==> src/common/fp_pkg.sv <==
// single-precision field widths, exponent constants, field struct and word union
`default_nettype none

package fp_pkg;

  localparam int SIGN_W = 1;
  localparam int EXP_W  = 8;
  localparam int MANT_W = 23;
  localparam int WORD_W = SIGN_W + EXP_W + MANT_W;

  // inputs whose reciprocal lands in the subnormal range
  localparam logic [EXP_W-1:0] EXP_SUBNORM_HI = 8'd254;
  localparam logic [EXP_W-1:0] EXP_SUBNORM_LO = 8'd253;

  // result exponent bases, input exponent is subtracted from these
  localparam logic [EXP_W-1:0] EXP_RECIP_EXACT   = 8'd254;
  localparam logic [EXP_W-1:0] EXP_RECIP_ROUNDED = 8'd253;

  typedef struct packed {
    logic [SIGN_W-1:0] sign;
    logic [EXP_W-1:0]  exponent;
    logic [MANT_W-1:0] mantissa;
  } float_fields_t;

  typedef union packed {
    logic [WORD_W-1:0] raw;
    float_fields_t     f;
  } float_t;

endpackage

`default_nettype wire

==> src/common/recip_pkg.sv <==
// fixed-point datapath widths, shifts, pipeline state struct, seed function and latency
`default_nettype none

package recip_pkg;

  import fp_pkg::*;

  localparam int FIX_W         = 64;
  localparam int SEED_IDX_W    = 8;
  localparam int PROD_SHIFT    = 31;
  localparam int CORR_SHIFT    = 32;
  localparam int TARGET_LSB    = 8;
  localparam int RECIP_LATENCY = 4;

  typedef logic [FIX_W-1:0] fix_t;

  // state handed from one stage to the next
  typedef struct packed {
    logic   valid;
    float_t word;
    fix_t   x;
    fix_t   prod;
  } newton_state_t;

  // upper seed bits below the leading one of x0
  // seed(i) = floor(2^17 / (256 + i)) - 256, clamped to 255
  function automatic logic [SEED_IDX_W-1:0] seed_upper(input int unsigned idx);
    int unsigned num;
    int unsigned den;
    int unsigned q;
    num = 32'd1 << (2 * SEED_IDX_W + 1);
    den = (32'd1 << SEED_IDX_W) + idx;
    q   = num / den - (32'd1 << SEED_IDX_W);
    if (q > (32'd1 << SEED_IDX_W) - 1) begin
      q = (32'd1 << SEED_IDX_W) - 1;
    end
    return SEED_IDX_W'(q);
  endfunction

endpackage

`default_nettype wire

==> src/recip/recip_round_pack_stage.sv <==
// second newton correction, round to nearest even and result packing
`timescale 1ns/1ps
`default_nettype none

module recip_round_pack_stage
  import fp_pkg::*, recip_pkg::*;
(
  input  logic          clk,
  input  logic          reset,
  input  newton_state_t iter_state,
  output logic          out_valid,
  output float_t        out_word
);

  fix_t          x2;
  float_fields_t src;
  float_fields_t res;
  logic          ulp;
  logic          guard;
  logic          round;
  logic          sticky;
  logic          inc;
  logic          mant_zero;

  assign src = iter_state.word.f;
  assign x2  = (iter_state.x << 1) - ((iter_state.prod * iter_state.x) >> CORR_SHIFT);

  // grs just below the result lsb
  assign ulp    = x2[TARGET_LSB];
  assign guard  = x2[TARGET_LSB-1];
  assign round  = x2[TARGET_LSB-2];
  assign sticky = |x2[TARGET_LSB-3:0];
  assign inc    = guard & (round | sticky | ulp);

  assign mant_zero = (src.mantissa == '0);

  always_comb begin
    res.sign = src.sign;

    if (src.exponent == EXP_SUBNORM_HI) begin
      res.exponent = '0;
    end else if (mant_zero) begin
      res.exponent = EXP_RECIP_EXACT - src.exponent;
    end else begin
      res.exponent = EXP_RECIP_ROUNDED - src.exponent;
    end

    // subnormal results are truncated, one or two places down
    if (src.exponent == EXP_SUBNORM_HI) begin
      res.mantissa = x2[TARGET_LSB+2 +: MANT_W];
    end else if (src.exponent == EXP_SUBNORM_LO) begin
      res.mantissa = x2[TARGET_LSB+1 +: MANT_W];
    end else if (mant_zero) begin
      res.mantissa = '0;
    end else begin
      res.mantissa = x2[TARGET_LSB +: MANT_W] + MANT_W'(inc);
    end
  end

  always_ff @(posedge clk) begin
    if (reset) begin
      out_valid <= 1'b0;
    end else begin
      out_valid <= iter_state.valid;
    end
    out_word.f <= res;
  end

endmodule

`default_nettype wire

==> config.mk <==
export PLATFORM = sky130hd
export DESIGN_NAME = recip_round_pack_stage
export DESIGN_NICKNAME = d
export VERILOG_FILES = /design/src/common/fp_pkg.sv /design/src/common/recip_pkg.sv /design/src/recip/recip_round_pack_stage.sv
export SDC_FILE = /design/constraint.sdc
export NUM_CORES = 2
export LEC_CHECK = 0
export ABC_AREA = 1
export BUFFER_PORTS_ARGS = -buffer_cell sky130_fd_sc_hd__buf_2
export CORE_MARGIN = 10
export CORE_UTILIZATION = 50
export CTS_BUF_LIST = sky130_fd_sc_hd__clkbuf_8
export CTS_CLUSTER_SIZE = 40
export DETAILED_ROUTE_END_ITERATION = 10
export GPL_TIMING_DRIVEN = 0
export HOLD_SLACK_MARGIN = 0.06
export PLACE_DENSITY_LB_ADDON = 0.2
export SYNTH_ARGS = -nofsm -noshare
export SYNTH_HDL_FRONTEND = slang
export SYNTH_SLANG_ARGS = --single-unit
==> constraint.sdc <==
create_clock -name clk -period 15 [get_ports clk]
set_clock_uncertainty 0.15 [all_clocks]
set_input_delay 4.5 -clock clk [delete_from_list [all_inputs] [get_ports clk]]
set_output_delay 4.5 -clock clk [all_outputs]
set_load 0.02 [all_outputs]
==> flow_summary_export.csv <==
group,metric,value,unit
timing,rsz0062_at_grt,"true",
floorplan,fp.dieW,388.3,µm
routing,wirelength,292500,µm
synth,yosys.area.top_type_share,54.01,%
critical_path,path_max_fanout,11,
hold_path,hp-start,"iter_state[159]",
routing,firstDrtPassIters,8,
clocking,cts_tree,"done",
synth,yosysSeqAreaShare,0.9740,%
floorplan,std_cell_rows,135,
routing,ant_nets,0,
critical_path,cp.required,15060,ps
placed_design,placed_cell_area,70820,µm²
cells_and_area,fin_util,55.40,%
timing,fmax,0.06760,GHz
clocking,cts_max_level,2,
floorplan,core_area,135100,µm²
routing,vias,57930,
timing,period_minus_slack,14790,ps
clocking,cts_hold_buf,0,
floorplan,die-area,150800,µm²
hold_path,hold_path.class,"primary input to flop",
synth,ys_seq_elements,33,
synth,netlist_area,67830,µm²
critical_path,cp_data_arrival_time,14850,ps
synth,synthCells,8686,
grt,grt_antenna_before_repair,15,
synth,synth_cell_types,61,
timing,report.final.slew_viol_count,2,
timing,whs,4151,ps
critical_path,end_kind,"flop",
synth,yosys_warnings,0,
synth,synth_edf_count,0,
status,violations,"max-capacitance violations, max-slew violations",
timing,setup_viol,0,
cells_and_area,area_growth_syn_to_layout,10.38,%
routing,drc_errors,0,
critical_path,slowest_stage,"fa_2",
floorplan,initial_core_util,50.19,%
grt,grt_pass1_vias,61070,
cells_and_area,final_layout_size_suffix_gt1_share,9.921,%
critical_path,max_stage_delay,650,ps
timing,finalHoldViolCount,0,
grt,grt_pass1_wl,419500,µm
synth,synth_top_cell_by_area,"fa_1",
synth,syn_nets,11030,
flow_run,maxCapViolCount,1,
cells_and_area,design_area,74860,µm²
floorplan,die_h,388.3,µm
routing,drtIter0Drc,6299,
timing,worstMarginPinSlew,1519,ps
routing,wl_per_cell,27.38,µm
clocking,cts-root-buf,"clkbuf_8",
clocking,cts_buffers,5,
timing,period_share,98.62,%
timing,max_slew_margin,-1.602,%
grt,grt_max_degree,13,
clocking,clk_path_buf_depth,2,
critical_path,cpMostUsedCell,"fa_1",
floorplan,io_pins,196,
synth,async_flop_share,0,%
clocking,path_clk_slew,70,ps
hold_path,worst_hold_path.num_cells,1,
placed_design,place.gp.congestion,1.076,
synth,synth_ff_type,"dfxtp_1",
clocking,clkSinkCount,33,
cells_and_area,final_cell_mix,"inv_1 (2866), nand2_1 (2338), fa_1 (1799), ha_1 (321), buf_2 (159)",
grt,grt_overflow,0,
synth,netlist_top_cells_area,"fa_1 (54%), inv_1 (16%), nand2_1 (13%), ha_1 (6.4%), clkbuf_1 (1.9%)",
timing,setup_tns,0,ps
hold_path,worstHoldEndpoint,"out_word[31]",
grt,grt.total_usage,38.78,%
cells_and_area,num-nets-final,11230,
critical_path,path_class,"primary input to flop",
synth,avgSynthCellArea,7.809,µm²
cells_and_area,layout_commonest_cell,"inv_1",
placed_design,io_buffers,149,
routing,vias_per_cell,5.422,
placed_design,hpwlAfterDp,253600,µm
status,status,"finished, violations left",
critical_path,worstSetupStartpointType,"primary input",
state kept, by name, indices dropped and copies added, names as in the netlist:
signal     flops
out_valid      1
out_word      32
routing by layer:
layer | wire (µm) | vias up | global-route usage (%)
li1 | - | 24120 | -
met1 | 101800 | 29190 | 47.28
met2 | 124600 | 3668 | 59.17
met3 | 38220 | 947 | 11.61
met4 | 27860 | 10 | 26.39
met5 | 67 | - | 0
critical path, delay by kind of cell:
| kind | cells | cell delay, ps |
|---|---|---|
| compound gates | 5 | 780 |
| xor+xnor | 1 | 180 |
| simple gates | 18 | 2280 |
| buf+inv | 8 | 1100 |
| fa+ha+maj | 12 | 5970 |
how the worst max path moves through the flow:
stage / start / depth (start not counted) / end / slack (ps)
global route: iter_state[74] / 53 / out_word[22] / -180
floorplan: iter_state[28] / 51 / out_word[22] / 560
finish: iter_state[26] / 44 / out_word[19] / 210
global placement: iter_state[20] / 52 / out_word[22] / -2510
detailed placement: iter_state[81] / 51 / out_word[22] / -2490
CTS: iter_state[70] / 43 / out_word[21] / 9
per-stage QoR:
step           std cells  worst slack, ps
4_1_cts            10630            8.699
5_1_grt            10670           -178.6
6_report           10680            207.7
2_1_floorplan       8686            560.1
3_5_place_dp       10620            -2487
3_3_place_gp       10620            -2511
synthesized netlist by cell type, drive strengths merged (4+ instances only):
library cell	number
ha	346
nand3	82
xnor2	87
buf	107
nor4	10
clkbuf	348
or2	4
a31oi	38
a21oi	124
a21o	7
nand3b	5
a21boi	4
o21bai	5
nor3	15
fa	1830
nor2	148
xor2	75
o21a	7
and3	4
dfxtp	33
inv	2886
o21ai	79
nand2	2394
o211ai	5
nand4	16
repair_timing:
| action | in CTS | in global routing |
|---|---|---|
| endpoints found under the setup margin | 23 | 22 |
| setup buffers | 11 | 46 |
| resized for setup | 850 | 640 |
| pin swaps | 8 | 88 |
logic make-up (layout without fill, tap and decap cells):
group	count (synthesis)	after routing	synth area share [%]
buffers and inverters	3343	3547	18.54
adders and majority gates	2176	2176	60.40
DFF	33	33	0.9740
AOI/OAI and AO/OA	289	289	2.409
xor gates and xnor gates	162	162	2.147
and+or+nand+nor	2683	2683	15.53
other	0	13	0
area by class of cell:
cell class	instances	area, µm²
multi-input cells	5310	55680
clock buffers	6	82.58
diodes	13	32.53
fillers	12950	60270
repair buffers	208	1290
flip-flops and latches	33	660.6
well taps	1781	2228
inverters	2888	10850
clock inverters	1	3.754
plain buffers	444	4038
Power is left out: the tool's default activity adds up to more than one toggle a clock period on the data nets, which glitch-free logic cannot reach.
